===== src/rtl/softmax_pkg.sv =====
// Shared sizes, Q16.16 constants and types for the tiled softmax design; import into each module
package softmax_pkg;

    // Element format, signed Q16.16
    localparam int ELEM_W = 32;
    localparam int FRAC_W = 16;

    // Vector geometry
    localparam int TILE_SIZE      = 8;
    localparam int TOTAL_ELEMENTS = 64;                   // Must be a multiple of TILE_SIZE
    localparam int NUM_TILES      = TOTAL_ELEMENTS / TILE_SIZE;
    localparam int ADDR_W         = $clog2(NUM_TILES);

    // Headroom for summing TOTAL_ELEMENTS values of at most 1.0
    localparam int SUM_W = ELEM_W + $clog2(TOTAL_ELEMENTS + 1);

    // Fixed-point constants
    localparam logic [ELEM_W-1:0] ONE_Q   = 32'h0001_0000; // 1.0
    localparam logic [ELEM_W-1:0] LN2_Q   = 32'h0000_B172; // ln(2) ~ 0.693147
    localparam logic [ELEM_W-1:0] LOG2E_Q = 32'h0001_7154; // log2(e) ~ 1.442695

    typedef logic signed [ELEM_W-1:0] elem_t;

    // Lane 0 is the most significant slice, matching the stream order
    typedef elem_t [0:TILE_SIZE-1] tile_t;

    typedef logic [SUM_W-1:0] sum_t;                      // Unsigned Q16.16 running sum

    typedef logic [ADDR_W-1:0] addr_t;

    // Write side of the tile buffer
    typedef struct packed {
        logic  we;
        addr_t addr;
        tile_t data;
    } buf_wr_t;

    // Controller passes
    typedef enum logic [2:0] {
        IDLE = 3'd0,
        LOAD = 3'd1,   // Store tiles, track max
        SUM  = 3'd2,   // Accumulate exp(x - max)
        LN   = 3'd3,   // Latch ln(sum)
        OUT  = 3'd4,   // Stream exp(x - max - ln(sum))
        DONE = 3'd5
    } state_t;

endpackage


===== src/rtl/tile_buffer.sv =====
// Tile store for one vector, written during the load pass and read back by the later passes
module tile_buffer (
    input  logic                 clk,
    input  softmax_pkg::buf_wr_t wr,
    input  softmax_pkg::addr_t   rd_addr,
    output softmax_pkg::tile_t   rd_data
);
    import softmax_pkg::*;

    tile_t mem [NUM_TILES];

    always_ff @(posedge clk) begin
        if (wr.we) begin
            mem[wr.addr] <= wr.data;
        end
        rd_data <= mem[rd_addr];  // One cycle read latency
    end

endmodule


===== config.mk =====
export PLATFORM = sky130hd
export DESIGN_NAME = tile_buffer
export DESIGN_NICKNAME = d
export VERILOG_FILES = /design/src/rtl/softmax_pkg.sv /design/src/rtl/tile_buffer.sv
export SDC_FILE = /design/constraint.sdc
export NUM_CORES = 2
export LEC_CHECK = 0
export ABC_CLOCK_PERIOD_IN_PS = 52300
export BUFFER_PORTS_ARGS = -buffer_cell sky130_fd_sc_hd__buf_2
export CORE_UTILIZATION = 45
export CTS_BUF_LIST = sky130_fd_sc_hd__clkbuf_8
export DETAILED_ROUTE_END_ITERATION = 7
export SLEW_MARGIN = 5
export SYNTH_ARGS = -nofsm -noshare
export SYNTH_HDL_FRONTEND = slang
export SYNTH_SLANG_ARGS = --single-unit
export TNS_END_PERCENT = 1

===== constraint.sdc =====
create_clock -name clk -period 52.3 [get_ports clk]
set_input_delay 15.69 -clock clk [delete_from_list [all_inputs] [get_ports clk]]
set_output_delay 15.69 -clock clk [all_outputs]
set_load 0.005 [all_outputs]

## After elaboration in Yosys (flattened, before gate mapping)

Memories as Yosys holds them, arrays and structs flattened. A register that Yosys moved wholly into a read port is not among the register bits.
Cells that the tools add are included.

| word-level totals | value |
|---|---|
| memories kept | 1 |
| input bits | 264 |
| bits in registers | 0 |
| RAM bits | 2048 |
| word-level logic and storage cells | 3 |

Memory list:

| name | words | bits a word | read ports | clocked after memory_dff | wr ports | RTL line | source |
|---|---|---|---|---|---|---|---|
| mem | 8 | 256 | 1 | 1 | 1 | tile_buffer.sv:10 | `tile_t mem [NUM_TILES];` |

| cells by class | value |
|---|---|
| mux-type cells | 2 |

Operators by type and width:

| kind | number |
|---|---|
| 1-bit 2-to-1 mux | 2 |

## Logic depth before layout (Yosys ltp)

| logic depth | value |
|---|---|
| depth after elaboration | 2 |
| depth in mapped cells | 5 |

## Worst setup path after synthesis

No wires, ideal clock.

| timing path | value |
|---|---|
| path kind | input to register |
| start point | input wr[256] (netlist bit) |
| end point | memory mem[0][0] (netlist bit), enable pin |
| setup slack | 17847 ps |
| arrival time | 33263 ps |
| data required time | 51110 ps |
| path buffers | 0 |
| stages | 1 |
| cell sequence | nor3_1 |

RTL lines:

| element | RTL line | source |
|---|---|---|
| start: declaration | tile_buffer.sv:4 | `input softmax_pkg::buf_wr_t wr,` |
| end: declaration | tile_buffer.sv:10 |  |

No word-level cell before the write port.

==> impl_metrics.ini <==
[status]
status = complete, no violations

[logic_synthesis]
syn-cell-area_um2 = 82000
synth_edf_count = 2048
yosys.area.top_type_share_pct = 75.0
yosys.area.top_type = edfxtp_1
ys_types = 12
synth.area.top_cells = edfxtp_1, mux4_2, dfxtp_1, mux2_2, buf_6
yosys_warnings = 0
syn_inst = 3227
yosys_register_bits = 2304
synthTopCellsByCount = edfxtp_1, mux4_2, dfxtp_1, mux2_2, buf_6
seq_area_frac_synth_pct = 81.2
synth-main-ff-cell = edfxtp_1
synth.most_common_cell = edfxtp_1
syn-mean-instance-area_um2 = 25.4
syn_nets = 3491
ys_async_sr_fraction_pct = 0

[clocking]
clk_latency_ns = 1.04
cts_buffers = 383
clockBufferDepth = 4
clockRootBuffer = clkbuf_8
clkTransAtPathRegs_ns = 0.06
cts.sinks = 2304
htree_levels = 5
post_cts_resized = 0
cts_setup_buffers = 0
hold_buffers = 0
cts_tree = done

[detailed_routing]
drt-initial-drc-count = 2090
viasPerCell = 5.32
drt_wl_total_um = 170000
num_vias = 35800
routedWlPerCell_um = 25.3
drc_errors = 0
drtPass1Iterations = 5
drtAntennaViolNets = 0

[critical_path]
crit_slowest_cell = buf_4
path_buf_inv = 5
crit_family = buffers and inverters
crit_type = in2reg
critPathCapture = rd_data[186]
r2r-start = mem[5][64]
ff2ff_path_depth = 2
reg2reg_to = rd_data[64]
crit_fanout = 91
cp-startpoint = rd_addr[0]
path_cells = buf_8, buf_4, buf_4, buf_12, buf_4, mux4_2, mux2_2
critical_path_arrival_ns = 20.28
ff2ff_setup_slack_ns = 51.01
path_depth = 7
critPathLaunchType = primary input
crit_path_frequent_cell = buf_4
cpPeakStageDelay_ns = 0.82
cp-end-kind = register
worstPathRequired_ns = 53.16

[floorplanning]
core-area_um2 = 181000
ios = 520
start_util_pct = 45.3
die_w_um = 429
dieHeight_um = 429
num_rows = 156
dieArea_um2 = 184000

[sta]
skew_ns = 0.0663
hold_viol = 0
finalSetupViolCount = 0
fmax_mhz = 51.5
setup_slack_ns = 32.88
worstMarginPinSlew_ns = 1.15
fin_tns_setup_ns = 0
rsz0062_at_grt = no
slew_viol_final = 0
relSlewSlack_pct = 23.2
finalCritPeriodShare_pct = 37.1
layout_min_cycle_time_ns = 19.42

[power]
power_mw = 3.78
p_leak_nw = 31.7
irDropWorstVdd_mv = 0.0309
power_density_nw_per_um2 = 40.0

[global_route]
grt_start_max_net_pins = 147
grt_pass1_vias = 38300
overflow = 0
grt_usage_pct = 18.4
grt_first_pass_wirelength_um = 249000
antenna_found_initial = 61

[final_layout]
area_growth_pct = 15.3
nets = 4310
drive_gt1_share_pct = 42.6

[worst_hold_path]
holdCritPathClass = reg2reg

[place]
gp_congestion = 0.729
pre_cts_slack_ns = 31.62
io_buffer_count = 519
place_hpwl_um = 87300

[flow_run]
drv_cap = 0
[flip-flops by register name, summed over array words and instances, names as in the netlist]
signal	flops
mem	2048
rd_data	256
[worst min path at each step]
stage	start	end	slack (ns)	depth (start not counted)
final	mem[0][111]	rd_data[111]	0.64	2
after global routing	mem[4][3]	rd_data[3]	0.65	2
after CTS	mem[6][179]	rd_data[179]	0.64	2
after detailed placement	mem[2][147]	rd_data[147]	0.67	2
after global placement	mem[7][98]	rd_data[98]	0.66	2
after floorplan	mem[6][0]	rd_data[0]	0.66	2
[layout by cell type (no fill, tap or decap)]
cell        netlist  routed
inv_1             0     144
inv_8             0       1
clkbuf_8          0     438
buf_4             0      48
clkinv_4          0       1
nor3_2            0       2
buf_2            10     516
buf_12            0       9
diode_2           0      15
mux2_2          256     256
edfxtp_1       2048    2048
nand2b_1          3       3
mux4_2          512     512
nor2_4            0       6
dfxtp_1         256     256
bufinv_16         0       8
nand2_1           2       2
clkinv_2          0      42
inv_6             0       4
clkinvlp_4        0       4
buf_8             0       3
clkinv_1          0      41
[logic make-up after synthesis]
kind of cell,count (synthesis),synth area share [%]
buffers and inverters,142,1.15
DFF,2304,81.2
muxes,768,17.6
and+or+nand+nor,13,0.0717
[where the power goes]
| part | switching [mW] | internal, mW |
|---|---|---|
| Combinational | 0.102 | 0.0907 |
| Sequential | 0.0194 | 2.08 |
| Clock | 0.687 | 0.801 |
| Total | 0.808 | 2.97 |
[layer usage]
layer  GRT usage (%)  wire [um]
met5               0        321
met4            5.89       4060
met3            5.19      10200
met2            31.7      88300
met1            22.4      67200
[layout make-up]
type | count | area (um2)
fill | 14100 | 86400
clock inverter | 245 | 1230
tap | 2370 | 2970
antenna | 15 | 37.5
timing repair buffer | 576 | 3170
sequential | 2304 | 66600
multi-input combinational | 781 | 14500
clock buffer | 438 | 6030
[per-stage QoR]
| step | cell area [um2] | instances | hold slack (ns) | util (%) |
|---|---|---|---|---|
| 3_5_place_dp | 87300 | 6031 | 0.668 | 48.2 |
| 5_1_grt | 94600 | 6722 | 0.650 | 52.3 |
| 2_1_floorplan | 82000 | 3227 | 0.657 | - |
| 6_report | 94600 | 6729 | 0.635 | 52.3 |
| 3_3_place_gp | 87300 | 6031 | 0.662 | 48.2 |
| 4_1_cts | 94500 | 6714 | 0.641 | 52.3 |
[tightest hold or removal path, stage by stage (launching register included)]
cell and delay, ns:
edfxtp_1 0.31, mux4_2 0.22, mux2_2 0.13
Note: power is estimated with default switching activity, not from simulation.
