==> src/rtl/softmax_pkg.sv <==
// Shared sizes, Q16.16 constants and types for the tiled softmax design; import into each module
package softmax_pkg;

    // Element format, signed Q16.16
    localparam int ELEM_W = 32;
    localparam int FRAC_W = 16;

    // Vector geometry
    localparam int TILE_SIZE      = 8;
    localparam int TOTAL_ELEMENTS = 64;                   // Must be a multiple of TILE_SIZE
    localparam int NUM_TILES      = TOTAL_ELEMENTS / TILE_SIZE;
    localparam int ADDR_W         = $clog2(NUM_TILES);

    // Headroom for summing TOTAL_ELEMENTS values of at most 1.0
    localparam int SUM_W = ELEM_W + $clog2(TOTAL_ELEMENTS + 1);

    // Fixed-point constants
    localparam logic [ELEM_W-1:0] ONE_Q   = 32'h0001_0000; // 1.0
    localparam logic [ELEM_W-1:0] LN2_Q   = 32'h0000_B172; // ln(2) ~ 0.693147
    localparam logic [ELEM_W-1:0] LOG2E_Q = 32'h0001_7154; // log2(e) ~ 1.442695

    typedef logic signed [ELEM_W-1:0] elem_t;

    // Lane 0 is the most significant slice, matching the stream order
    typedef elem_t [0:TILE_SIZE-1] tile_t;

    typedef logic [SUM_W-1:0] sum_t;                      // Unsigned Q16.16 running sum

    typedef logic [ADDR_W-1:0] addr_t;

    // Write side of the tile buffer
    typedef struct packed {
        logic  we;
        addr_t addr;
        tile_t data;
    } buf_wr_t;

    // Controller passes
    typedef enum logic [2:0] {
        IDLE = 3'd0,
        LOAD = 3'd1,   // Store tiles, track max
        SUM  = 3'd2,   // Accumulate exp(x - max)
        LN   = 3'd3,   // Latch ln(sum)
        OUT  = 3'd4,   // Stream exp(x - max - ln(sum))
        DONE = 3'd5
    } state_t;

endpackage

==> src/rtl/sum_accumulator.sv <==
// Running sum of all lanes of exponentiated tiles, cleared by the controller before each sum pass
module sum_accumulator (
    input  logic               clk,
    input  logic               rst_n,
    input  logic               clear,
    input  logic               add,
    input  softmax_pkg::tile_t tile,
    output softmax_pkg::sum_t  sum
);
    import softmax_pkg::*;

    sum_t tile_total;

    // Lanes are non-negative exp results
    always_comb begin
        tile_total = '0;
        for (int i = 0; i < TILE_SIZE; i++) begin
            tile_total = tile_total + sum_t'($unsigned(tile[i]));
        end
    end

    always_ff @(posedge clk) begin
        if (!rst_n) begin
            sum <= '0;
        end else if (clear) begin  // Clear has priority
            sum <= '0;
        end else if (add) begin
            sum <= sum + tile_total;
        end
    end

endmodule

==> config.mk <==
export PLATFORM = sky130hd
export DESIGN_NAME = sum_accumulator
export DESIGN_NICKNAME = d
export VERILOG_FILES = /design/src/rtl/softmax_pkg.sv /design/src/rtl/sum_accumulator.sv
export SDC_FILE = /design/constraint.sdc
export NUM_CORES = 1
export LEC_CHECK = 0
export ABC_AREA = 1
export BUFFER_PORTS_ARGS = -buffer_cell sky130_fd_sc_hd__buf_2
export CAP_MARGIN = 20
export CORE_MARGIN = 4
export CORE_UTILIZATION = 30
export DETAILED_ROUTE_END_ITERATION = 6
export PLACE_DENSITY = 0.62
export SLEW_MARGIN = 40
export SYNTH_ARGS = -nofsm -noshare
export SYNTH_HDL_FRONTEND = slang
export SYNTH_SLANG_ARGS = --single-unit
==> constraint.sdc <==
create_clock -name clk -period 4.2 [get_ports clk]
set_clock_uncertainty 0.15 [all_clocks]
set_input_delay 0.21 -clock clk [delete_from_list [all_inputs] [get_ports clk]]
set_output_delay 0.21 -clock clk [all_outputs]
set_load 0.01 [all_outputs]
# Word level (Yosys, flattened, before mapping)
# Cells that the tools add are included.
# totals
register_bits	39
latchBits	0
mem_bits_rw	0
mem_bits_ro	0
input_bits	260
elab_cells	11
n_memories	0
# classes
add_sub_neg	8
multipliers	0
div	0
order_cmp	0
eq_ne	0
n_shift	0
n_mux	0
n_bitwise	1
n_reduce_logical	1
# ops
operator	n
$add 38x32->39	1
$add 39x39->39	1
$add 37x32->38	1
$add 36x32->37	1
$add 35x32->36	1
$add 34x32->35	1
$add 33x32->34	1
$add 32x32->33	1
$reduce_or 2->1	1
$not 1->1	1

# Depth between registers and ports, before layout
# Gate-level depths: netlist of run 1.
# depth
word_depth	8
depth_mapped	24

# Worst setup path before layout of run 1
# Ideal clock, no wire load.
# synth_path
path_type	flip-flop to flip-flop
start	register sum[2]
end	register sum[34]
setup_time_ps	109
arrival_ps	3925
slack_ps	17
path_stages_with_launch	22
n_path_buf	0
path_cell_list	dfxtp_1 > fa_1 > fa_1 > fa_1 > inv_1 > fa_1 > inv_1 > ha_1 > inv_1 > fa_1 > inv_1 > nand3_1 > nand3_2 > nand2_1 > nand2_4 > nand3_1 > nand2_2 > nand2_1 > nand3_1 > nand3_1 > nand2_1 > inv_1
# synth_via
elab_chain_len	1
# synth_lines
item	line	source
start: declaration	sum_accumulator.sv:8	output softmax_pkg::sum_t sum
start signal: assignment	sum_accumulator.sv:28	sum <= sum + tile_total;
$add 39x39->39	sum_accumulator.sv:28	
# No other way between the ends.
# A chain may end at the register's enable or synchronous reset.

# Worst setup path after layout of run 1
# layout_path
start	register sum[2]
end	register sum[22]
# The elaborated chain is that of the path after synthesis.

==> results of run 1 <==
-- metal layers --
layer  vias to the layer above  GRT usage (%)  wire, um
met5                         -              0         0
met4                         0          1.906       240
met3                        17          2.415      1645
met2                       208          28.00     14170
met1                      4251          20.60     12000
li1                       4397              -         -
-- per-stage QoR --
step	hold slack, ns	setup TNS [ns]	cells	utilization (%)
floorplan	0.2797	0	1284	-
global placement	0.3403	-1.988	2112	38.80
detailed placement	0.3592	-2.911	2112	38.80
CTS	0.1969	-0.03879	2121	39.80
global route	0.2283	-2.273	2129	42.22
finish	0.1999	0	2129	42.22
-- tightest hold or removal path, delay by kind of cell --
kind / cells / cell delay (ns)
buffers and inverters: 2 / 0.24
and+or+nand+nor: 3 / 0.15
-- kinds of logic (layout without fill, tap and decap cells) --
group	after synthesis	count (layout)	synth area share, %
AO/OA/AOI/OAI	71	71	4.066
buffers and inverters	457	860	17.46
XOR/XNOR	17	17	1.512
AND/OR/NAND/NOR	436	436	18.50
adder cells (fa/ha/maj)	264	264	50.54
flip-flops	39	39	7.928
-- path summary, 6_finish.rpt --
| path | from | end | slack, ns | cells past startpoint |
|---|---|---|---|---|
| worst max-delay path | sum[2]$_SDFFE_PP0P_ | sum[22]$_SDFFE_PP0P_ | 0.03 | 21 |
| worst min-delay path | clear | sum[37]$_SDFFE_PP0P_ | 0.20 | 5 |
| worst max register to register | sum[2]$_SDFFE_PP0P_ | sum[22]$_SDFFE_PP0P_ | 0.03 | 21 |
| worst min register to register | sum[38]$_SDFFE_PP0P_ | sum[38]$_SDFFE_PP0P_ | 0.36 | 2 |
-- cell usage in the layout (no fill, tap or decap), drive strengths merged, types with 6 or more instances in the layout --
cell type / n
nor2: 118
o21ai: 23
fa: 223
ha: 41
xnor2: 6
clkbuf: 6
dfxtp: 39
xor2: 11
a21oi: 39
nand3: 58
buf: 406
nand2: 252
o21bai: 8
inv: 446
-- area by class of cell --
cell class	count	area share, %
multi-input combinational	788	59.68
timing repair buffer	406	16.80
inverter	446	12.22
sequential	39	5.881
tap	442	4.037
clock buffer	6	0.9406
clock inverter	2	0.4384
-- timing repair --
item	4_1_cts	5_1_grt
setup endpoints to repair	24	32
cloned	0	0
pin swaps	7	59
resized for setup	36	170
buffers inserted	1	9
==> flow_summary_export.csv, run 1 <==
group,metric,value,unit
status,status,"finished clean",
logic_synthesis,synth-main-ff-cell,"dfxtp_1",
cts,cts_hold_buf,0,
logic_synthesis,ys_ff_latch,39,
finish,drive_gt1_share,36.46,%
floorplan,num_rows,66,
critical_path,critPathRequiredTime,4.25,ns
timing,hold_viol,0,
hold_path,hp-class,"input port to flop",
timing,fin_ws,0.03199,ns
logic_synthesis,synth_edf_count,0,
cts,cts.clk_slew.worst_paths,0.07,ns
detailed_routing,detail-route-antenna-nets,0,
logic_synthesis,synth.avg_cell_area,7.670,sq um
detailed_routing,drcViolationCount,0,
placement,place_area,12590,sq um
critical_path,path_max_fanout,4,
cts,clk_path_buf_depth,2,
logic_synthesis,synth_top_area_share,45.33,%
critical_path,start_kind,"flop",
floorplan,ioPinCount,299,
logic_synthesis,ys_async_sr_fraction,0,%
critical_path,arrival,4.21,ns
finish,areaGrowthSynthToFinish,39.12,%
global_routing,grt_overflow,0,
floorplan,die_h,189.2,um
cts,numCtsBuffers,5,
critical_path,cp-end-kind,"flop",
critical_path,crit_chain,"fa_1, fa_1, fa_1, inv_1, fa_1, inv_1, ha_2, inv_2, fa_2, inv_2, nand3_2, nand3_4, nand2_4, nand2_4, nand2_4, nand2_4, nand2_2, nand2_2, nor2_1, o21ai_1, inv_1",
finish,multi_input_area,8177,sq um
logic_synthesis,synth_area_leaders,"fa_1 45%, inv_1 17%, nand2_1 9.0%",
finish,reg.largest.list,"sum x39",
logic_synthesis,syn_inst,1284,
timing,min_period,4.168,ns
logic_synthesis,synth_nets,1808,
finish,n_fill_cell,3300,
logic_synthesis,yosysSeqAreaShare,7.928,%
cts,cts_root_buf,"clkbuf_16",
timing,final-max-slew-violation-count,0,
timing,setup_viol_count_final,0,
global_routing,grt_pass1_wl,45330,um
global_routing,grt_max_degree,63,
detailed_routing,first_pass_iters,4,
finish,largest_register,"sum",
global_routing,antenna_found_initial,0,
finish,diodes,0,
timing,rsz0062_at_grt,"true",
placement,pre_cts_slack,-0.2209,ns
cts,clock_latency,0.30,ns
timing,max_freq,239.9,MHz
cts,cts_tree,"built",
timing,worst_slew_pin_slew,0.7376,ns
logic_synthesis,yosysWarnings,0,
timing,period_share,99.24,%
logic_synthesis,synth_common_cells,"443 x inv_1, 237 x nand2_1, 223 x fa_1",
global_routing,track_usage,15.62,%
critical_path,slowest_delay,0.53,ns
cts,clock_sinks,39,
detailed_routing,vias,8873,
critical_path,crit_type,"flop to flop",
detailed_routing,viasPerCell,4.168,
logic_synthesis,synth.most_common_cell,"inv_1",
critical_path,slowest_stage,"fa_1",
placement,hpwlAfterDp,25140,um
finish,fin_nets,2210,
critical_path,crit_family,"adder cells",
job,maxCapViolCount,0,
finish,largest_reg_flops,39,
detailed_routing,drtIter0Drc,229,
finish,final_area,13700,sq um
timing,slew_headroom,50.83,%
finish,ff_latch_area,805.8,sq um
global_routing,grt_pass1_vias,9387,
floorplan,core,32450,sq um
logic_synthesis,ys_types,28,
detailed_routing,wl,28060,um
floorplan,start_util,30.35,%
detailed_routing,wl_per_cell,13.18,um
logic_synthesis,synth_largest_area_cell,"fa_1",
floorplan,dieArea,35790,sq um
critical_path,crit_buf_inv,5,
placement,gp_congestion,0.8675,
logic_synthesis,synth_area,9848,sq um
floorplan,die_w,189.2,um
placement,io_buffers,298,
cts,htreeDepth,2,
Power of run 1 is left out: the tool's default activity adds up to more than one toggle a clock period on the data nets, which glitch-free logic cannot reach.
==> run 2: changes to the inputs <==
--- a/config.mk
+++ b/config.mk
@@ -8,10 +8,10 @@
 export ABC_AREA = 1
 export BUFFER_PORTS_ARGS = -buffer_cell sky130_fd_sc_hd__buf_2
 export CAP_MARGIN = 20
-export CORE_MARGIN = 4
+export CORE_ASPECT_RATIO = 2
 export CORE_UTILIZATION = 30
 export DETAILED_ROUTE_END_ITERATION = 6
-export PLACE_DENSITY = 0.62
+export PLACE_DENSITY = 0.6
 export SLEW_MARGIN = 40
 export SYNTH_ARGS = -nofsm -noshare
 export SYNTH_HDL_FRONTEND = slang
==> constraint.sdc (replaced) <==
create_clock -name clk -period 5.3 [get_ports clk]
set_clock_uncertainty 0.15 [all_clocks]
set_input_delay 0.265 -clock clk [delete_from_list [all_inputs] [get_ports clk]]
set_output_delay 0.265 -clock clk [all_outputs]
set_load 0.01 [all_outputs]
==> flow_summary_export.csv, run 2 (same netlist as run 1, synthesis figures left out) <==
group,metric,value,unit
cts,postCtsSetupBuffers,0,
finish,areaGrowthSynthToFinish,22.49,%
finish,mostFrequentLayoutCells,"443 x inv_1, 298 x buf_2, 237 x nand2_1, 223 x fa_1, 112 x nor2_1",
timing,worst_slew_pin_slew,0.5480,ns
critical_path,critPathRequiredTime,5.35,ns
floorplan,num_rows,93,
finish,layout_commonest_cell,"inv_1",
critical_path,crit_chain,"fa_1, fa_1, fa_1, inv_1, fa_1, inv_1, ha_1, inv_1, fa_1, inv_1, nand3_1, nand3_2, nand2_1, nand2_4, nand2_1, nand2_2, nand2_1, nand2_1, nor2_1, o21ai_1, inv_1",
floorplan,start_util,30.55,%
floorplan,dieArea,33600,sq um
global_routing,track_usage,17.36,%
critical_path,slowest_stage,"fa_1",
detailed_routing,wl_per_cell,13.94,um
floorplan,ioPinCount,299,
finish,final_area,12060,sq um
cts,cts.clk_slew.worst_paths,0.07,ns
floorplan,die_h,258.2,um
status,status,"finished clean",
cts,numCtsBuffers,5,
floorplan,core,32230,sq um
cts,clk_path_buf_depth,2,
timing,max_freq,216.5,MHz
detailed_routing,drcViolationCount,0,
global_routing,grt_max_degree,41,
critical_path,slowest_delay,0.57,ns
timing,period_share,87.14,%
floorplan,die_w,130.1,um
timing,whs,0.2467,ns
cts,cts_hold_buf,0,
timing,hold_viol,0,
finish,largest_register,"sum",
cts,cts_root_buf,"clkbuf_16",
cts,cts_resized,0,
global_routing,grt_pass1_vias,9279,
critical_path,start_kind,"flop",
detailed_routing,wl_met2,17700,um
detailed_routing,wl,28100,um
cts,clock_sinks,39,
placement,io_buffers,298,
detailed_routing,viasPerCell,4.271,
detailed_routing,drtIter0Drc,197,
finish,reg.largest.list,"sum x39",
placement,gp_congestion,0.8886,
cts,clock_latency,0.30,ns
cts,htreeDepth,2,
timing,rsz0062_at_grt,"false",
timing,min_period,4.618,ns
finish,largest_reg_flops,39,
finish,fin_nets,2109,
detailed_routing,highest_layer,"met4",
critical_path,path_max_fanout,4,
timing,final-max-slew-violation-count,0,
detailed_routing,vias,8611,
critical_path,cp-end-kind,"flop",
timing,slew_headroom,63.43,%
global_routing,grt_pass1_wl,44090,um
critical_path,crit_type,"flop to flop",
detailed_routing,met1_length,8587,um
job,maxCapViolCount,0,
placement,place_area,11880,sq um
critical_path,arrival,4.67,ns
detailed_routing,detail-route-antenna-nets,0,
timing,setup_viol_count_final,0,
placement,hpwlAfterDp,26100,um
global_routing,antenna_found_initial,3,
cts,cts_tree,"built",
hold_path,hp-class,"input port to flop",
detailed_routing,dr_wl_met3,691,um
detailed_routing,first_pass_iters,4,
finish,drive_gt1_share,21.94,%
timing,finalSetupTns,0,ns
global_routing,grt_overflow,0,
[run 2: cell types whose count changed in the layout (fill, tap and decap cells not counted), sizes merged]
cell,delta
buf,-101
bufinv,-1
diode,+3
clkinv,+1
[run 2: layout make-up]
type | count | area (sq um)
clock buffer | 6 | 138.9
timing repair buffer | 305 | 1544
multi-input combinational | 788 | 7348
clock inverter | 2 | 35.03
fill | 3470 | 20170
tap | 427 | 534.3
sequential | 39 | 780.7
antenna | 3 | 7.507
inverter | 446 | 1674
[run 2: critical path: cells and delay by family, from the launching register on]
family / cells / cell delay, ns
AO/OA/AOI/OAI: 1 / 0.13
adder cells (fa/ha/maj): 6 / 2.61
buffers and inverters: 5 / 0.38
flip-flops: 1 / 0.39
AND/OR/NAND/NOR: 9 / 0.85
[run 2: worst paths after layout]
path	from	to	slack, ns	cells after the start
max	sum[2]$_SDFFE_PP0P_	sum[22]$_SDFFE_PP0P_	0.68	21
min reg2reg	sum[0]$_SDFFE_PP0P_	sum[0]$_SDFFE_PP0P_	0.36	2
max reg2reg	sum[2]$_SDFFE_PP0P_	sum[22]$_SDFFE_PP0P_	0.68	21
min	clear	sum[38]$_SDFFE_PP0P_	0.25	5
[run 2: routing by layer]
metal | track usage (%) | vias up
met5 | 0 | -
met4 | 7.978 | 0
met3 | 0.8464 | 52
met2 | 37.93 | 210
met1 | 14.91 | 4144
li1 | - | 4205
[run 2: through the flow]
stage                     setup slack [ns]  util (%)  std cells
after floorplan                      1.117         -       1284
after global placement              0.6289     36.86       2005
after detailed placement            0.6162     36.86       2005
after CTS                           0.6592     37.40       2013
after global routing                0.4163     37.42       2016
final                               0.6818     37.42       2016
Power of run 2 is left out for the same reason.
==> run 3: changes to the inputs <==
==> constraint.sdc (replaced) <==
create_clock -name clk -period 5.3 [get_ports clk]
set_clock_uncertainty 0.15 [all_clocks]
set_input_delay 1.06 -clock clk [delete_from_list [all_inputs] [get_ports clk]]
set_output_delay 1.06 -clock clk [all_outputs]
set_load 0.01 [all_outputs]
==> flow_summary_export.csv, run 3 (same netlist as run 1, synthesis figures left out) <==
group,metric,value,unit
critical_path,crit_type,"input port to flop",
cts,htreeDepth,2,
timing,rsz0062_at_grt,"false",
finish,largest_reg_flops,39,
global_routing,grt_max_degree,43,
cts,cts_root_buf,"clkbuf_16",
detailed_routing,detail-route-antenna-nets,0,
detailed_routing,drtIter0Drc,237,
floorplan,dieArea,33600,sq um
finish,reg.largest.list,"sum x39",
critical_path,slowest_delay,0.54,ns
floorplan,ioPinCount,299,
cts,cts.clk_slew.worst_paths,0.06,ns
critical_path,path_max_fanout,5,
detailed_routing,drcViolationCount,0,
placement,io_buffers,298,
detailed_routing,wl_per_cell,13.58,um
detailed_routing,first_pass_iters,4,
detailed_routing,vias,8547,
cts,cts_hold_buf,0,
critical_path,slowest_stage,"fa_1",
cts,numCtsBuffers,5,
finish,n_fill_cell,3483,
detailed_routing,wl,27510,um
timing,finalSetupTns,0,ns
finish,largest_register,"sum",
placement,place_area,11970,sq um
finish,fin_nets,2121,
floorplan,start_util,30.55,%
floorplan,die_h,258.2,um
timing,worst_slew_pin_slew,0.5233,ns
global_routing,antenna_found_initial,1,
floorplan,die_w,130.1,um
floorplan,core,32230,sq um
finish,areaGrowthSynthToFinish,23.02,%
status,status,"finished clean",
detailed_routing,viasPerCell,4.219,
cts,clock_sinks,39,
finish,drive_gt1_share,22.47,%
cts,cts_tree,"built",
floorplan,num_rows,93,
placement,hpwlAfterDp,25670,um
timing,final-max-slew-violation-count,0,
cts,clock_latency,0.30,ns
timing,period_share,93.96,%
critical_path,cp-end-kind,"flop",
cts,cts_resized,0,
finish,final_core_util,37.59,%
critical_path,arrival,5.03,ns
cts,clk_path_buf_depth,2,
placement,gp_congestion,0.8664,
critical_path,critPathRequiredTime,5.35,ns
global_routing,grt_overflow,0,
critical_path,crit_chain,"buf_2, inv_1, fa_1, inv_1, fa_1, fa_1, inv_1, fa_1, inv_1, ha_1, nand3_1, nand3_2, a21oi_1, o21ai_2, nand2_1, nand2_1, nand2_1, nand3_1, nand2_1, inv_1",
critical_path,crit_buf_inv,6,
timing,min_period,4.980,ns
timing,slew_headroom,65.08,%
critical_path,crit_family,"adder cells",
cts,postCtsSetupBuffers,0,
finish,mostFrequentLayoutCells,"443 x inv_1, 298 x buf_2, 237 x nand2_1, 223 x fa_1, 112 x nor2_1",
hold_path,hp-class,"flop to flop",
timing,hold_viol,0,
critical_path,crit_path_frequent_cell,"inv_1",
job,maxCapViolCount,0,
finish,layout_commonest_cell,"inv_1",
global_routing,grt_pass1_vias,9385,
global_routing,grt_pass1_wl,44200,um
critical_path,start_kind,"input port",
global_routing,track_usage,17.34,%
finish,final_area,12120,sq um
timing,max_freq,200.8,MHz
timing,setup_viol_count_final,0,
==> run 3: changes by cell type in the layout (fill, tap and decap cells not counted) <==
cell,previous run,this run
buf_4,7,19
diode_2,3,1
bufinv_16,1,0
clkbuf_1,0,1
clkbuf_8,1,0
clkinvlp_4,0,1
==> run 3: layout make-up <==
type / count / area (sq um) / area share [%]
timing repair buffer: 317 / 1634 / 13.49
clock inverter: 2 / 12.51 / 0.1033
sequential: 39 / 780.7 / 6.444
antenna: 1 / 2.502 / 0.02065
inverter: 446 / 1674 / 13.82
multi-input combinational: 788 / 7348 / 60.65
clock buffer: 6 / 128.9 / 1.064
tap: 427 / 534.3 / 4.410
==> run 3: stage by stage <==
stage / worst slack, ns / hold slack [ns] / std cells
detailed placement: 0.004175 / 0.3492 / 2017
CTS: 0.3314 / 0.3643 / 2025
global route: 0.06866 / 0.3826 / 2026
global placement: 0.02907 / 0.3336 / 2017
floorplan: 0.3943 / 0.3602 / 1284
finish: 0.3200 / 0.3586 / 2026
==> run 3: tightest hold or removal path, cell delays in order (launching register included) <==
cell and delay, ns:
dfxtp_1 0.34, a21oi_1 0.05, nor2_1 0.09
==> run 3: routing by layer <==
metal,GRT usage (%),wire (um)
met2,37.29,17070
met4,8.269,1212
met3,0.8877,706
met5,0,0
met1,15.27,8518
==> run 3: worst paths after layout <==
kind	startpoint	to	slack, ns	cells past startpoint
worst max register to register	sum[3]$_SDFFE_PP0P_	sum[23]$_SDFFE_PP0P_	0.85	17
worst max-delay path	tile[3]	sum[23]$_SDFFE_PP0P_	0.32	20
worst min register to register	sum[38]$_SDFFE_PP0P_	sum[38]$_SDFFE_PP0P_	0.36	2
worst min-delay path	sum[38]$_SDFFE_PP0P_	sum[38]$_SDFFE_PP0P_	0.36	2
Power of run 3 is left out for the same reason.
