File: src/rtl/softmax_pkg.sv
// Shared sizes, Q16.16 constants and types for the tiled softmax design; import into each module
package softmax_pkg;

    // Element format, signed Q16.16
    localparam int ELEM_W = 32;
    localparam int FRAC_W = 16;

    // Vector geometry
    localparam int TILE_SIZE      = 8;
    localparam int TOTAL_ELEMENTS = 64;                   // Must be a multiple of TILE_SIZE
    localparam int NUM_TILES      = TOTAL_ELEMENTS / TILE_SIZE;
    localparam int ADDR_W         = $clog2(NUM_TILES);

    // Headroom for summing TOTAL_ELEMENTS values of at most 1.0
    localparam int SUM_W = ELEM_W + $clog2(TOTAL_ELEMENTS + 1);

    // Fixed-point constants
    localparam logic [ELEM_W-1:0] ONE_Q   = 32'h0001_0000; // 1.0
    localparam logic [ELEM_W-1:0] LN2_Q   = 32'h0000_B172; // ln(2) ~ 0.693147
    localparam logic [ELEM_W-1:0] LOG2E_Q = 32'h0001_7154; // log2(e) ~ 1.442695

    typedef logic signed [ELEM_W-1:0] elem_t;

    // Lane 0 is the most significant slice, matching the stream order
    typedef elem_t [0:TILE_SIZE-1] tile_t;

    typedef logic [SUM_W-1:0] sum_t;                      // Unsigned Q16.16 running sum

    typedef logic [ADDR_W-1:0] addr_t;

    // Write side of the tile buffer
    typedef struct packed {
        logic  we;
        addr_t addr;
        tile_t data;
    } buf_wr_t;

    // Controller passes
    typedef enum logic [2:0] {
        IDLE = 3'd0,
        LOAD = 3'd1,   // Store tiles, track max
        SUM  = 3'd2,   // Accumulate exp(x - max)
        LN   = 3'd3,   // Latch ln(sum)
        OUT  = 3'd4,   // Stream exp(x - max - ln(sum))
        DONE = 3'd5
    } state_t;

endpackage

File: src/rtl/softmax_ctrl.sv
// Three-pass softmax sequencer driving buffer, exp offset, accumulator and the output register
module softmax_ctrl (
    input  logic                 clk,
    input  logic                 rst_n,
    input  logic                 start,
    input  softmax_pkg::tile_t   x_tile,
    input  logic                 tile_in_valid,
    input  softmax_pkg::tile_t   rd_data,
    input  softmax_pkg::tile_t   exp_out,
    input  softmax_pkg::elem_t   ln_out,
    output softmax_pkg::buf_wr_t buf_wr,
    output softmax_pkg::addr_t   rd_addr,
    output softmax_pkg::elem_t   offset,
    output logic                 acc_clear,
    output logic                 acc_add,
    output softmax_pkg::tile_t   y_tile,
    output logic                 tile_out_valid,
    output logic                 done
);
    import softmax_pkg::*;

    state_t          state_q;
    state_t          state_d;
    logic [ADDR_W:0] step_q;      // Tile count in LOAD, cycle count in SUM and OUT
    logic            step_en;
    logic            load_last;
    logic            pass_last;
    logic            rd_req;
    logic            out_pend;    // Read data of the OUT pass is on rd_data

    elem_t max_q;
    elem_t tile_max;
    elem_t ln_q;

    assign load_last = (step_q == (ADDR_W+1)'(NUM_TILES - 1));
    assign pass_last = (step_q == (ADDR_W+1)'(NUM_TILES));

    // One read per cycle for the first NUM_TILES steps of SUM and OUT
    assign rd_req  = ((state_q == SUM) || (state_q == OUT)) && (step_q < NUM_TILES);
    assign rd_addr = step_q[ADDR_W-1:0];

    assign step_en = ((state_q == LOAD) && tile_in_valid) || (state_q == SUM) ||
                     (state_q == OUT);

    // Strobes outside LOAD never reach the buffer
    assign buf_wr = '{we: (state_q == LOAD) && tile_in_valid, addr: step_q[ADDR_W-1:0],
                      data: x_tile};

    assign acc_clear = (state_q == LOAD);  // Sum held at zero until the SUM pass

    // Normalize by max first, then by max + ln(sum) in the output pass
    assign offset = (state_q == OUT) ? max_q + ln_q : max_q;

    // Running max including the incoming tile
    always_comb begin
        tile_max = max_q;
        for (int i = 0; i < TILE_SIZE; i++) begin
            if (x_tile[i] > tile_max) begin
                tile_max = x_tile[i];
            end
        end
    end

    always_comb begin
        state_d = state_q;
        case (state_q)
            IDLE, DONE: begin
                if (start) state_d = LOAD;
            end
            LOAD: begin
                if (tile_in_valid && load_last) state_d = SUM;
            end
            SUM: begin
                if (pass_last) state_d = LN;  // Extra cycle lets the last add land
            end
            LN: begin
                state_d = OUT;
            end
            OUT: begin
                if (pass_last) state_d = DONE;
            end
            default: begin
                state_d = IDLE;
            end
        endcase
    end

    always_ff @(posedge clk) begin
        if (!rst_n) begin
            state_q        <= IDLE;
            step_q         <= '0;
            acc_add        <= 1'b0;
            out_pend       <= 1'b0;
            tile_out_valid <= 1'b0;
            y_tile         <= '0;
            done           <= 1'b0;
        end else begin
            state_q <= state_d;

            if (state_q != state_d) begin
                step_q <= '0;
            end else if (step_en) begin
                step_q <= step_q + 1'b1;
            end

            acc_add  <= rd_req && (state_q == SUM);  // Lines up with rd_data
            out_pend <= rd_req && (state_q == OUT);

            // Output register, valid two cycles after the read address
            tile_out_valid <= out_pend;
            if (out_pend) begin
                y_tile <= exp_out;
            end

            if ((state_q != LOAD) && (state_d == LOAD)) begin
                done <= 1'b0;   // Start clears done
            end else if (state_q == DONE) begin
                done <= 1'b1;   // One cycle after the last output tile
            end
        end
    end

    // Running max over LOAD, ln(sum) latched in LN
    always_ff @(posedge clk) begin
        if ((state_q != LOAD) && (state_d == LOAD)) begin
            max_q <= {1'b1, {(ELEM_W-1){1'b0}}};  // Most negative value
        end else if (buf_wr.we) begin
            max_q <= tile_max;
        end

        if (state_q == LN) begin
            ln_q <= ln_out;
        end
    end

endmodule

File: config.mk
export PLATFORM = sky130hd
export DESIGN_NAME = softmax_ctrl
export DESIGN_NICKNAME = d
export VERILOG_FILES = /design/src/rtl/softmax_pkg.sv /design/src/rtl/softmax_ctrl.sv
export SDC_FILE = /design/constraint.sdc
export NUM_CORES = 1
export LEC_CHECK = 0
export ABC_CLOCK_PERIOD_IN_PS = 67000
export BUFFER_PORTS_ARGS = -buffer_cell sky130_fd_sc_hd__buf_2
export CORE_AREA = 2 2 535 537
export CTS_CLUSTER_SIZE = 40
export DETAILED_ROUTE_END_ITERATION = 10
export DIE_AREA = 0 0 537 539
export GPL_ROUTABILITY_DRIVEN = 0
export GPL_TIMING_DRIVEN = 0
export PLACE_DENSITY_LB_ADDON = 0.12
export SYNTH_ARGS = -nofsm -noshare
export SYNTH_HDL_FRONTEND = slang
export SYNTH_SLANG_ARGS = --single-unit
File: constraint.sdc
create_clock -name clk -period 67 [get_ports clk]
set_clock_uncertainty 0.1 [all_clocks]
set_input_delay 10.05 -clock clk [delete_from_list [all_inputs] [get_ports clk]]
set_output_delay 10.05 -clock clk [all_outputs]
set_load 0.03 [all_outputs]
==> Word level (Yosys, flattened, before mapping) <==
Index checks and enable logic that the tools add are counted.
{ "word_totals": {"wordCells": 65, "out_inout_bits": 555, "inputBits": 804, "register_bits": 331} }
{ "op_classes": {"n_mux": 14, "addsub": 2, "n_bitwise": 1, "n_lt_le_gt_ge": 9, "n_reduce_logical": 13, "n_eq_ne": 10} }
{ "ops": {"columns": ["cell", "n"], "rows": [
  ["$mux W32", 9],
  ["$gt A32 B32 Y1", 8],
  ["$add A32 B32 Y32", 1],
  ["$pmux W3 S5", 1],
  ["$mux W3", 4],
  ["$eq A3 B1 Y1 const B", 2],
  ["$eq A3 B2 Y1 const B", 2],
  ["$eq A3 B3 Y1 const B", 2],
  ["$logic_and A1 B1 Y1", 6],
  ["$reduce_or A2 Y1", 3],
  ["$add A4 B1 Y4 const B", 1],
  ["$eq A4 B3 Y1 const B", 1],
  ["$eq A4 B4 Y1 const B", 1],
  ["$lt A4 B4 Y1 const B", 1],
  ["$logic_not A3 Y1", 1],
  ["$logic_or A1 B1 Y1", 3],
  ["$ne A3 B1 Y1 const B", 1],
  ["$ne A3 B3 Y1", 1],
  ["$not A1 Y1", 1]
]} }

==> Depth between registers and ports, before layout <==
Gate-level depths: netlist of run 1.
{ "logic_depth": {"ltp_word": 16, "mapped_depth": 141, "depth_no_buf": 128} }

==> Least setup slack after synthesis of run 1 <==
Ideal clock, no wire load.
{ "synth_timing": {"kind": "input to register", "startpoint": "input x_tile[225] (netlist bit)", "endpoint": "register max_q[25]", "path_slack_ns": 35.211, "stages": 132, "required_ns": 66.783, "t_arrival_ns": 31.571, "n_path_buf": 17, "cell_sequence": "ha_1 > nor2b_1 > o211ai_1 > a21boi_0 > or4_4 > a211oi_4 > or2_1 > clkbuf_1 > buf_1 > clkbuf_1 > mux2i_1 > ha_1 > a21o_1 > a21o_1 > a21oi_1 > o21ai_0 > or3_1 > a211oi_1 > (+96 left out) > o21a_1 > ha_1 > a21oi_1 > nor2b_1 > o21ai_0 > nand2b_1 > a21oi_1 > nor2b_1 > o21ai_0 > nand2b_1 > a21oi_1 > nor2_1 > nor3_1 > a21o_1 > nand3_1 > clkbuf_1 > or2_2 > a32o_1"} }
{ "synth_via": {"elab_chain_len": 16} }
{ "synth_lines": {"columns": ["element", "line", "rtl"], "rows": [
  ["start, declared", "softmax_ctrl.sv:6", "input softmax_pkg::tile_t x_tile,"],
  ["$gt A32 B32 Y1", "softmax_ctrl.sv:58", "if (x_tile[i] > tile_max) begin"],
  ["$mux W32 *", "softmax_ctrl.sv:58", null],
  ["$gt A32 B32 Y1", "softmax_ctrl.sv:58", null],
  ["$mux W32 *", "softmax_ctrl.sv:58", null],
  ["$gt A32 B32 Y1", "softmax_ctrl.sv:58", null],
  ["$mux W32 *", "softmax_ctrl.sv:58", null],
  ["$gt A32 B32 Y1", "softmax_ctrl.sv:58", null],
  ["$mux W32 *", "softmax_ctrl.sv:58", null],
  ["$gt A32 B32 Y1", "softmax_ctrl.sv:58", null],
  ["$mux W32 *", "softmax_ctrl.sv:58", null],
  ["$gt A32 B32 Y1", "softmax_ctrl.sv:58", null],
  ["$mux W32 *", "softmax_ctrl.sv:58", null],
  ["$gt A32 B32 Y1", "softmax_ctrl.sv:58", null],
  ["$mux W32 *", "softmax_ctrl.sv:58", null],
  ["$gt A32 B32 Y1", "softmax_ctrl.sv:58", null],
  ["$mux W32 *", "softmax_ctrl.sv:58", null],
  ["end signal, assigned", "softmax_ctrl.sv:126", "max_q <= {1'b1, {(ELEM_W-1){1'b0}}};"],
  ["end signal, assigned", "softmax_ctrl.sv:128", "max_q <= tile_max;"],
  ["end, declared", "softmax_ctrl.sv:31", "elem_t max_q;"]
]} }
Mark *: on every way between the ends. The rest lies on a longest branch, timed or not.
A chain may end at the register's enable or synchronous reset.

==> Worst setup path in the final report of run 1 <==
{ "layout_timing": {"startpoint": "input x_tile[238] (netlist bit)", "endpoint": "register max_q[31]"} }
Same word-level chain as after synthesis.

==> impl_metrics.tcl, run 1 <==
set metrics [dict create \
    grt_use_met3_pct 3.901 \
    hp-class "flop to flop" \
    outcome "finished clean" \
    async_flop_share_pct 0 \
    drt_iter0_markers 1054 \
    yosysSeqAreaShare_pct 27.28 \
    fmax_ghz 0.02548 \
    cts_setup_buffers 0 \
    synth-simple-area-share_pct 16.66 \
    synth.distinct_cells 87 \
    synthAdderAreaFrac_pct 13.81 \
    layout-drive-gt1-share_pct 37.74 \
    wl_per_cell_um 24.16 \
    critPathMaxStageDelay_ns 0.88 \
    dpl_cell_area_um2 35690 \
    cts_root_buf "clkbuf_16" \
    gr-usage-met1_pct 12.26 \
    grt_pass1_vias 26000 \
    critPathArrivalTime_ns 39.62 \
    syn_avg_cell_area_um2 8.740 \
    cap_viol_max_count 0 \
    syn_to_final_growth_pct 46.57 \
    core_um2 284000 \
    cts_hold_buf 0 \
    worstSkewPairLatency_ns 0.63 \
    io_pins 1359 \
    synth_area_um2 25460 \
    timing.slew.headroom_pct 25.72 \
    final_cell_area_um2 37320 \
    worst_pin_slew_ns 1.114 \
    synth.net_count 3995 \
    drc_errors 0 \
    port_buffers 1100 \
    vias 25460 \
    dieArea_um2 289400 \
    cts.sinks 331 \
    grt_pass1_wl_um 244500 \
    gr-total-overflow 0 \
    numCtsBuffers 46 \
    grt_use_met2_pct 25.10 \
    start_kind "input port" \
    start_util_pct 8.966 \
    grt_max_degree 33 \
    tns_ns 0 \
    cts_resized 0 \
    first_pass_iters 7 \
    synthFlopType "dfxtp_1" \
    ys_warn_count 0 \
    routed_wl_um 191100 \
    hold_viol 0 \
    fp-row-count 196 \
    synthMuxAreaShare_pct 14.33 \
    mostFrequentLayoutCell "buf_2" \
    vias_per_cell 3.217 \
    finalSetupViolCount 0 \
    fin_nets 5144 \
    cts_max_level 2 \
    drv_slew 0 \
    period_needed_ns 39.25 \
    worstPathRequired_ns 67.38 \
    synthCells 2913 \
    track_usage_pct 12.67 \
    min_period_over_period_pct 58.58 \
    synth_xor_area_share_pct 1.032 \
    cts_tree "built" \
    final_antenna_net_count 0 \
    die_x_um 537 \
    clockBufferDepth 3 \
    synth_top_family_by_area "simple AND/OR/NAND/NOR gates" \
    critPathCaptureType "flop" \
    clkTransAtPathRegs_ns 0.06 \
    rsz0062_at_grt "no" \
    worstPathMaxFanout 10 \
    synth_edf_count 32 \
    crit_top_cell "a21oi_1" \
    hpwl_um 169800 \
    fp.dieH_um 539 \
    synth_compound_area_share_pct 14.16 \
    antenna_found_initial 135 \
    cp_slowest_cell "a2111oi_0" \
    ys_seq_elements 331 \
    gr-max-usage-layer "met2" \
    critPathKind "input port to flop" \
    final_cell_mix "buf_2 (1114), mux2i_1 (320), nor2b_1 (299), dfxtp_1 (299), ha_1 (277)" \
]
[critical path: cells and delay by family]
kind / cells / cell delay (ns)
fa+ha+maj: 8 / 2.37
simple gates: 37 / 5.77
buf+inv: 21 / 6.96
mux: 6 / 2.44
compound gates: 55 / 11.91
[flip-flops by register name, summed over array words and instances, names as in the netlist]
register	count
y_tile	256
ln_q	32
max_q	32
step_q	4
state_q	3
acc_add	1
done	1
out_pend	1
tile_out_valid	1
[stage by stage]
step	util, %	setup slack (ns)	hold WS, ns	cells
after floorplan	-	35.21	0.3979	2913
after global placement	12.56	26.57	0.3921	7775
after detailed placement	12.57	26.74	0.4024	7776
after CTS	13.09	27.38	0.4159	7858
after global routing	13.12	25.37	0.4322	7887
final	13.14	27.75	0.4103	7913
[area by class of cell]
type / count / area [um2]
Antenna cell: 55 / 137.6
Buffer: 394 / 2521
Clock buffer: 63 / 1285
Clock inverter: 19 / 200.2
Fill cell: 32770 / 246700
Inverter: 191 / 716.9
Multi-Input combinational cell: 1997 / 15280
Sequential cell: 331 / 6947
Tap cell: 3762 / 4707
Timing Repair Buffer: 1101 / 5525
[cells in the mapped netlist (5+ instances only)]
cell type    n  area, um2
a21oi_1    188      940.9
nor3_1      21      105.1
nand4_1     42      262.8
a32o_1      28      280.3
buf_2       14      70.07
o32a_1      28      280.3
a21o_1      43      322.8
mux2i_1    320       3203
and4_1      10      87.58
edfxtp_1    32      960.9
xor2_1      11      96.34
nand2_1    129      484.2
mux2_2      35      394.1
o31ai_1     12      90.09
xnor2_1     19      166.4
buf_4      265       1989
nand2b_1    38      237.7
ha_1       277       3466
and3_1       7      43.79
or2_2       32      200.2
o211ai_1    32      240.2
inv_1      191      716.9
clkbuf_1    79      296.5
nor2_1     155      581.8
a21boi_0     9      67.56
dfxtp_1    299       5986
buf_1       32      120.1
nor2b_1    299       1871
o21ai_0     97      485.5
or3_1        5      31.28
nand3_1     17      85.08
o21a_1      36      270.3
a211oi_1    10      75.07
[path summary, 6_finish.rpt]
| kind | depth (start not counted) | slack [ns] | start | end |
|---|---|---|---|---|
| max | 127 | 27.75 | x_tile[238] | max_q[31] |
| min | 2 | 0.41 | y_tile[95] | y_tile[95] |
| max reg2reg | 127 | 36.31 | max_q[1] | max_q[31] |
| min reg2reg | 2 | 0.41 | y_tile[95] | y_tile[95] |
[routing by layer]
layer,up-vias,wire [um]
met4,128,5926
met2,1079,103800
met5,-,789
met3,281,14780
met1,11650,65820
li1,12320,-
[kinds of logic (layout without fill, tap and decap cells)]
family                     Yosys count  count (layout)
xor gates and xnor gates            30              30
other                                0              55
DFF                                331             331
buffers and inverters              585            1768
AOI/OAI and AO/OA                  541             541
and+or+nand+nor                    786             786
muxes                              359             359
adders and majority gates          281             281
Power of run 1 is left out: the tool's default activity adds up to more than one toggle a clock period on the data nets, which glitch-free logic cannot reach.
==> inputs of run 2 (changes only) <==
--- a/config.mk
+++ b/config.mk
@@ -5,12 +5,13 @@
 export SDC_FILE = /design/constraint.sdc
 export NUM_CORES = 1
 export LEC_CHECK = 0
-export ABC_CLOCK_PERIOD_IN_PS = 67000
+export ABC_AREA = 1
+export ABC_CLOCK_PERIOD_IN_PS = 34900
 export BUFFER_PORTS_ARGS = -buffer_cell sky130_fd_sc_hd__buf_2
-export CORE_AREA = 2 2 535 537
+export CORE_AREA = 2 2 524 526
 export CTS_CLUSTER_SIZE = 40
 export DETAILED_ROUTE_END_ITERATION = 10
-export DIE_AREA = 0 0 537 539
+export DIE_AREA = 0 0 526 528
 export GPL_ROUTABILITY_DRIVEN = 0
 export GPL_TIMING_DRIVEN = 0
 export PLACE_DENSITY_LB_ADDON = 0.12
==> constraint.sdc (replaced) <==
create_clock -name clk -period 34.9 [get_ports clk]
set_clock_uncertainty 0.1 [all_clocks]
set_input_delay 5.235 -clock clk [delete_from_list [all_inputs] [get_ports clk]]
set_output_delay 5.235 -clock clk [all_outputs]
set_load 0.03 [all_outputs]
==> run 2 against run 1 <==
Effect of this change: worst hold slack got worse by 0.038 ns; synthesized area fell by 6.1%; routed wire length fell by 1.5%; sequential cell count did not move; first-iteration DRC count rose by 11%; clock-buffer cell count fell by 1; design area fell by 4.9%; via count rose by 9.5%; core utilization fell by 0.11 points.
==> impl_metrics.tcl, run 2 <==
set metrics [dict create \
    outcome "finished clean" \
    worstPathRequired_ns 35.26 \
    synth_area_um2 23910 \
    core_um2 272400 \
    fp.dieH_um 528 \
    worstSkewPairLatency_ns 0.62 \
    cts_root_buf "clkbuf_16" \
    syn_to_final_growth_pct 48.49 \
    mostFrequentLayoutCell "buf_2" \
    largest_register_ffs 256 \
    syn_avg_cell_area_um2 6.960 \
    hp-class "flop to flop" \
    cts.sinks 331 \
    period_needed_ns 26.72 \
    grt_pass1_wl_um 247600 \
    start_kind "input port" \
    hpwl_um 168400 \
    die_x_um 526 \
    crit_top_cell "nand2_1" \
    synth_area_leaders "dfxtp_1 (25%), ha_1 (14%), o21ai_0 (11%), nor2_1 (9.6%), nand2_1 (8.7%)" \
    tns_ns 0 \
    cap_viol_max_count 0 \
    clkTransAtPathRegs_ns 0.06 \
    rsz0062_at_grt "no" \
    yosysSeqAreaShare_pct 29.06 \
    antenna_found_initial 130 \
    cts_tree "built" \
    first_pass_iters 7 \
    cts_hold_buf 0 \
    layout-drive-gt1-share_pct 32.03 \
    fp-row-count 192 \
    critPathArrivalTime_ns 27.09 \
    r2r-start "max_q[7]" \
    synth.most_common_cell "nor2_1" \
    drt_iter0_markers 1167 \
    cts_max_level 2 \
    rr_endpoint "max_q[26]" \
    synth_edf_count 32 \
    fmax_ghz 0.03742 \
    timing.slew.headroom_pct 5.842 \
    io_pins 1359 \
    worstPathMaxFanout 10 \
    gr-total-overflow 0 \
    vias 27870 \
    critPathCaptureType "flop" \
    track_usage_pct 13.01 \
    worst_pin_slew_ns 1.412 \
    async_flop_share_pct 0 \
    dieArea_um2 277700 \
    grt_max_degree 15 \
    largest_register "y_tile" \
    min_period_over_period_pct 76.56 \
    ys_seq_elements 331 \
    cts_setup_buffers 0 \
    cp-startpoint "x_tile[249]" \
    finalSetupViolCount 0 \
    whs_endpoint "done" \
    routed_wl_um 188300 \
    synthFlopType "dfxtp_1" \
    start_util_pct 8.776 \
    netlist_top_cells_count "nor2_1 (609), nand2_1 (553), o21ai_0 (521), dfxtp_1 (299), ha_1 (277)" \
    hold_viol 0 \
    wl_per_cell_um 22.82 \
    synth.net_count 4517 \
    critPathKind "input port to flop" \
    final_antenna_net_count 0 \
    ys_warn_count 0 \
    final_cell_mix "buf_2 (1108), nor2_1 (609), nand2_1 (553)" \
    drc_errors 0 \
    fin_nets 5669 \
    grt_pass1_vias 28390 \
    port_buffers 1101 \
    yosysTopAreaCellShare_pct 25.04 \
    reg2reg_depth 90 \
    critPathMaxStageDelay_ns 0.79 \
    synth.distinct_cells 44 \
    cts_resized 0 \
    yosysTopAreaCell "dfxtp_1" \
    hold_start "done" \
    vias_per_cell 3.377 \
    largestRegisters "y_tile: 256 flops, ln_q: 32 flops, max_q: 32 flops" \
    synthCells 3435 \
    clockBufferDepth 3 \
    numCtsBuffers 45 \
    drv_slew 0 \
    cp_slowest_cell "o21ai_0" \
    reg2reg_slack_ns 12.22 \
    min_path_cells 2 \
]
[run 2: cell types whose count changed after synthesis, sizes merged, moves of 67 or more]
cell | before | now
mux2i | 320 | 0
nand2 | 129 | 559
nand3 | 18 | 85
nor2 | 155 | 609
nor2b | 299 | 0
o21ai | 98 | 522
[run 2: through the flow]
step	cell area, um2	utilization, %	instances	setup slack [ns]	hold slack [ns]
5_1_grt	35420	13.00	8221	6.520	0.4114
4_1_cts	35390	12.99	8209	7.851	0.3820
2_1_floorplan	23910	-	3435	14.80	0.3370
6_report	35500	13.03	8253	8.179	0.3719
3_5_place_dp	33970	12.47	8129	7.166	0.3719
3_3_place_gp	33910	12.45	8125	6.519	0.3593
[run 2: cell families (layout without fill, tap and decap cells)]
group | after synthesis | after routing | synth area share, %
other cells | 0 | 44 | 0
flops | 331 | 331 | 29.06
fa+ha+maj | 278 | 278 | 14.58
xor+xnor | 23 | 23 | 0.8426
simple gates | 1405 | 1405 | 24.53
buf+inv | 642 | 1827 | 14.35
compound gates | 756 | 756 | 16.64
[run 2: worst max-delay path, delay by kind of cell]
family / cells / cell delay (ns)
buffers and inverters: 12 / 3.81
and+or+nand+nor: 49 / 8.88
AOI/OAI and AO/OA: 18 / 6.21
adders and majority gates: 8 / 2.86
[run 2: layout make-up]
| class | instances | area [um2] |
|---|---|---|
| Sequential cell | 331 | 6947 |
| Tap cell | 3589 | 4491 |
| Clock inverter | 18 | 172.7 |
| Fill cell | 32090 | 236900 |
| Clock buffer | 62 | 1250 |
| Timing Repair Buffer | 1105 | 5555 |
| Antenna cell | 44 | 110.1 |
| Inverter | 225 | 844.6 |
| Buffer | 417 | 2587 |
| Multi-Input combinational cell | 2462 | 13540 |
[run 2: worst max-delay path by stage]
stage / cells past startpoint / slack (ns) / end
global route: 95 / 6.52 / max_q[26]
detailed placement: 87 / 7.17 / max_q[0]
CTS: 88 / 7.85 / max_q[26]
floorplan: 90 / 14.80 / max_q[10]
finish: 87 / 8.18 / max_q[26]
global placement: 85 / 6.52 / max_q[0]
[run 2: layer usage]
| layer | routed length, um | track usage (%) |
|---|---|---|
| met4 | 4121 | 2.122 |
| met3 | 13410 | 3.795 |
| met2 | 103900 | 26.66 |
| met5 | 624 | 0 |
| met1 | 66310 | 12.74 |
Power of run 2 is left out for the same reason.
==> inputs of run 3 (changes only) <==
--- a/config.mk
+++ b/config.mk
@@ -6,12 +6,12 @@
 export NUM_CORES = 1
 export LEC_CHECK = 0
 export ABC_AREA = 1
-export ABC_CLOCK_PERIOD_IN_PS = 34900
+export ABC_CLOCK_PERIOD_IN_PS = 26400
 export BUFFER_PORTS_ARGS = -buffer_cell sky130_fd_sc_hd__buf_2
-export CORE_AREA = 2 2 524 526
+export CORE_AREA = 2 2 525 527
 export CTS_CLUSTER_SIZE = 40
 export DETAILED_ROUTE_END_ITERATION = 10
-export DIE_AREA = 0 0 526 528
+export DIE_AREA = 0 0 527 529
 export GPL_ROUTABILITY_DRIVEN = 0
 export GPL_TIMING_DRIVEN = 0
 export PLACE_DENSITY_LB_ADDON = 0.12
==> constraint.sdc (replaced) <==
create_clock -name clk -period 26.4 [get_ports clk]
set_clock_uncertainty 0.1 [all_clocks]
set_input_delay 3.96 -clock clk [delete_from_list [all_inputs] [get_ports clk]]
set_output_delay 3.96 -clock clk [all_outputs]
set_load 0.03 [all_outputs]
==> run 3 against run 2 <==
Effect of this change: core utilization is essentially flat; critical path type unchanged; non-clock buffer count unchanged; first-iteration DRC count grew 5.4%; worst hold slack worse by 0.011 ns; critical endpoint is now max_q[25].
==> impl_metrics.tcl, run 3 (synthesized netlist as in run 2, its figures left out) <==
set metrics [dict create \
    outcome "finished clean" \
    fp.dieH_um 529 \
    fp-row-count 192 \
    core_um2 272900 \
    cap_viol_max_count 0 \
    finalSetupViolCount 0 \
    worstPathRequired_ns 26.80 \
    r2r-start "max_q[7]" \
    largestRegisters "y_tile: 256 flops, ln_q: 32 flops, max_q: 32 flops" \
    hold_viol 0 \
    clkTransAtPathRegs_ns 0.06 \
    final_cell_area_um2 35670 \
    worstSkewPairLatency_ns 0.63 \
    timing.slew.headroom_pct 10.05 \
    die_x_um 527 \
    largest_register_ffs 256 \
    hp-class "flop to flop" \
    worstPathMaxFanout 10 \
    gr-total-overflow 0 \
    hold_start "done" \
    mostFrequentLayoutCell "buf_2" \
    critPathKind "input port to flop" \
    drt_iter0_markers 1230 \
    grt_pass1_wl_um 244400 \
    wl_per_cell_um 22.61 \
    critPathMaxStageDelay_ns 0.72 \
    critPathArrivalTime_ns 24.97 \
    timing.hold.ws_ns 0.3606 \
    fin_nets 5670 \
    hpwl_um 168000 \
    final_antenna_net_count 0 \
    io_pins 1359 \
    cts_tree "built" \
    routed-wl-met3_um 13840 \
    layout-drive-gt1-share_pct 32.28 \
    cts_max_level 2 \
    start_kind "input port" \
    first_pass_iters 5 \
    drv_slew 0 \
    grt_pass1_vias 28000 \
    min_period_over_period_pct 93.09 \
    fmax_ghz 0.04069 \
    cp-startpoint "x_tile[247]" \
    setup_ws_ns 1.825 \
    track_usage_pct 12.84 \
    cts_root_buf "clkbuf_16" \
    largest_register "y_tile" \
    vias_per_cell 3.354 \
    cts_setup_buffers 0 \
    period_needed_ns 24.58 \
    port_buffers 1101 \
    wl_met2_um 103100 \
    critPathCaptureType "flop" \
    worst_pin_slew_ns 1.344 \
    syn_to_final_growth_pct 49.19 \
    utilization_pct 13.07 \
    wl_met1_um 65650 \
    dpl_cell_area_um2 33970 \
    vias 27700 \
    start_util_pct 8.761 \
    antenna_found_initial 138 \
    grt_max_degree 15 \
    cts.sinks 331 \
    drc_errors 0 \
    crit_top_cell "nand2_1" \
    dp_worst_setup_slack_ns 0.2004 \
    routed_wl_um 186700 \
    dieArea_um2 278800 \
    numCtsBuffers 46 \
    clockBufferDepth 3 \
    final_cell_mix "buf_2 (1107), nor2_1 (609), nand2_1 (553)" \
    cp_slowest_cell "o41ai_2" \
    fill_cells 31940 \
    routed.top_layer "met5" \
]
==> run 3: layout make-up <==
| cell class | count | area [um2] | share of cell area [%] |
|---|---|---|---|
| multi-input cells | 2462 | 13550 | 37.99 |
| flip-flops and latches | 331 | 6947 | 19.48 |
| repair buffers | 1105 | 5555 | 15.58 |
| well taps | 3589 | 4491 | 12.59 |
| plain buffers | 417 | 2591 | 7.265 |
| clock buffers | 61 | 1351 | 3.789 |
| inverters | 225 | 844.6 | 2.368 |
| clock inverters | 24 | 225.2 | 0.6314 |
| diodes | 45 | 112.6 | 0.3157 |
==> run 3: repair_timing <==
action / 4_1_cts / 5_1_grt
endpoints found under the setup margin: 0 / 32
hold buffers: 0 / 0
resized for setup: 0 / 17
==> run 3: path summary, 6_finish.rpt <==
check	cells after the start	slack (ns)	end
max	91	1.82	max_q[25]
min	2	0.36	done
max reg2reg	93	4.57	max_q[25]
min reg2reg	2	0.36	done
==> run 3: critical path: cells and delay by family <==
kind | cells | cell delay [ns]
AO/OA/AOI/OAI | 15 | 5.01
adder cells (fa/ha/maj) | 8 | 2.88
buffers and inverters | 14 | 3.82
AND/OR/NAND/NOR | 54 | 9.21
==> run 3: stage by stage <==
stage	std cells	TNS [ns]
after floorplan	3435	0
after global placement	8125	-7.082
after detailed placement	8129	0
after CTS	8214	0
after global routing	8228	-0.1002
final	8259	0
==> run 3: layer usage <==
layer,track usage (%),vias to the layer above
met4,2.096,90
li1,-,13640
met1,12.58,12690
met2,26.14,1016
met5,0,-
met3,3.963,262
Power of run 3 is left out for the same reason.
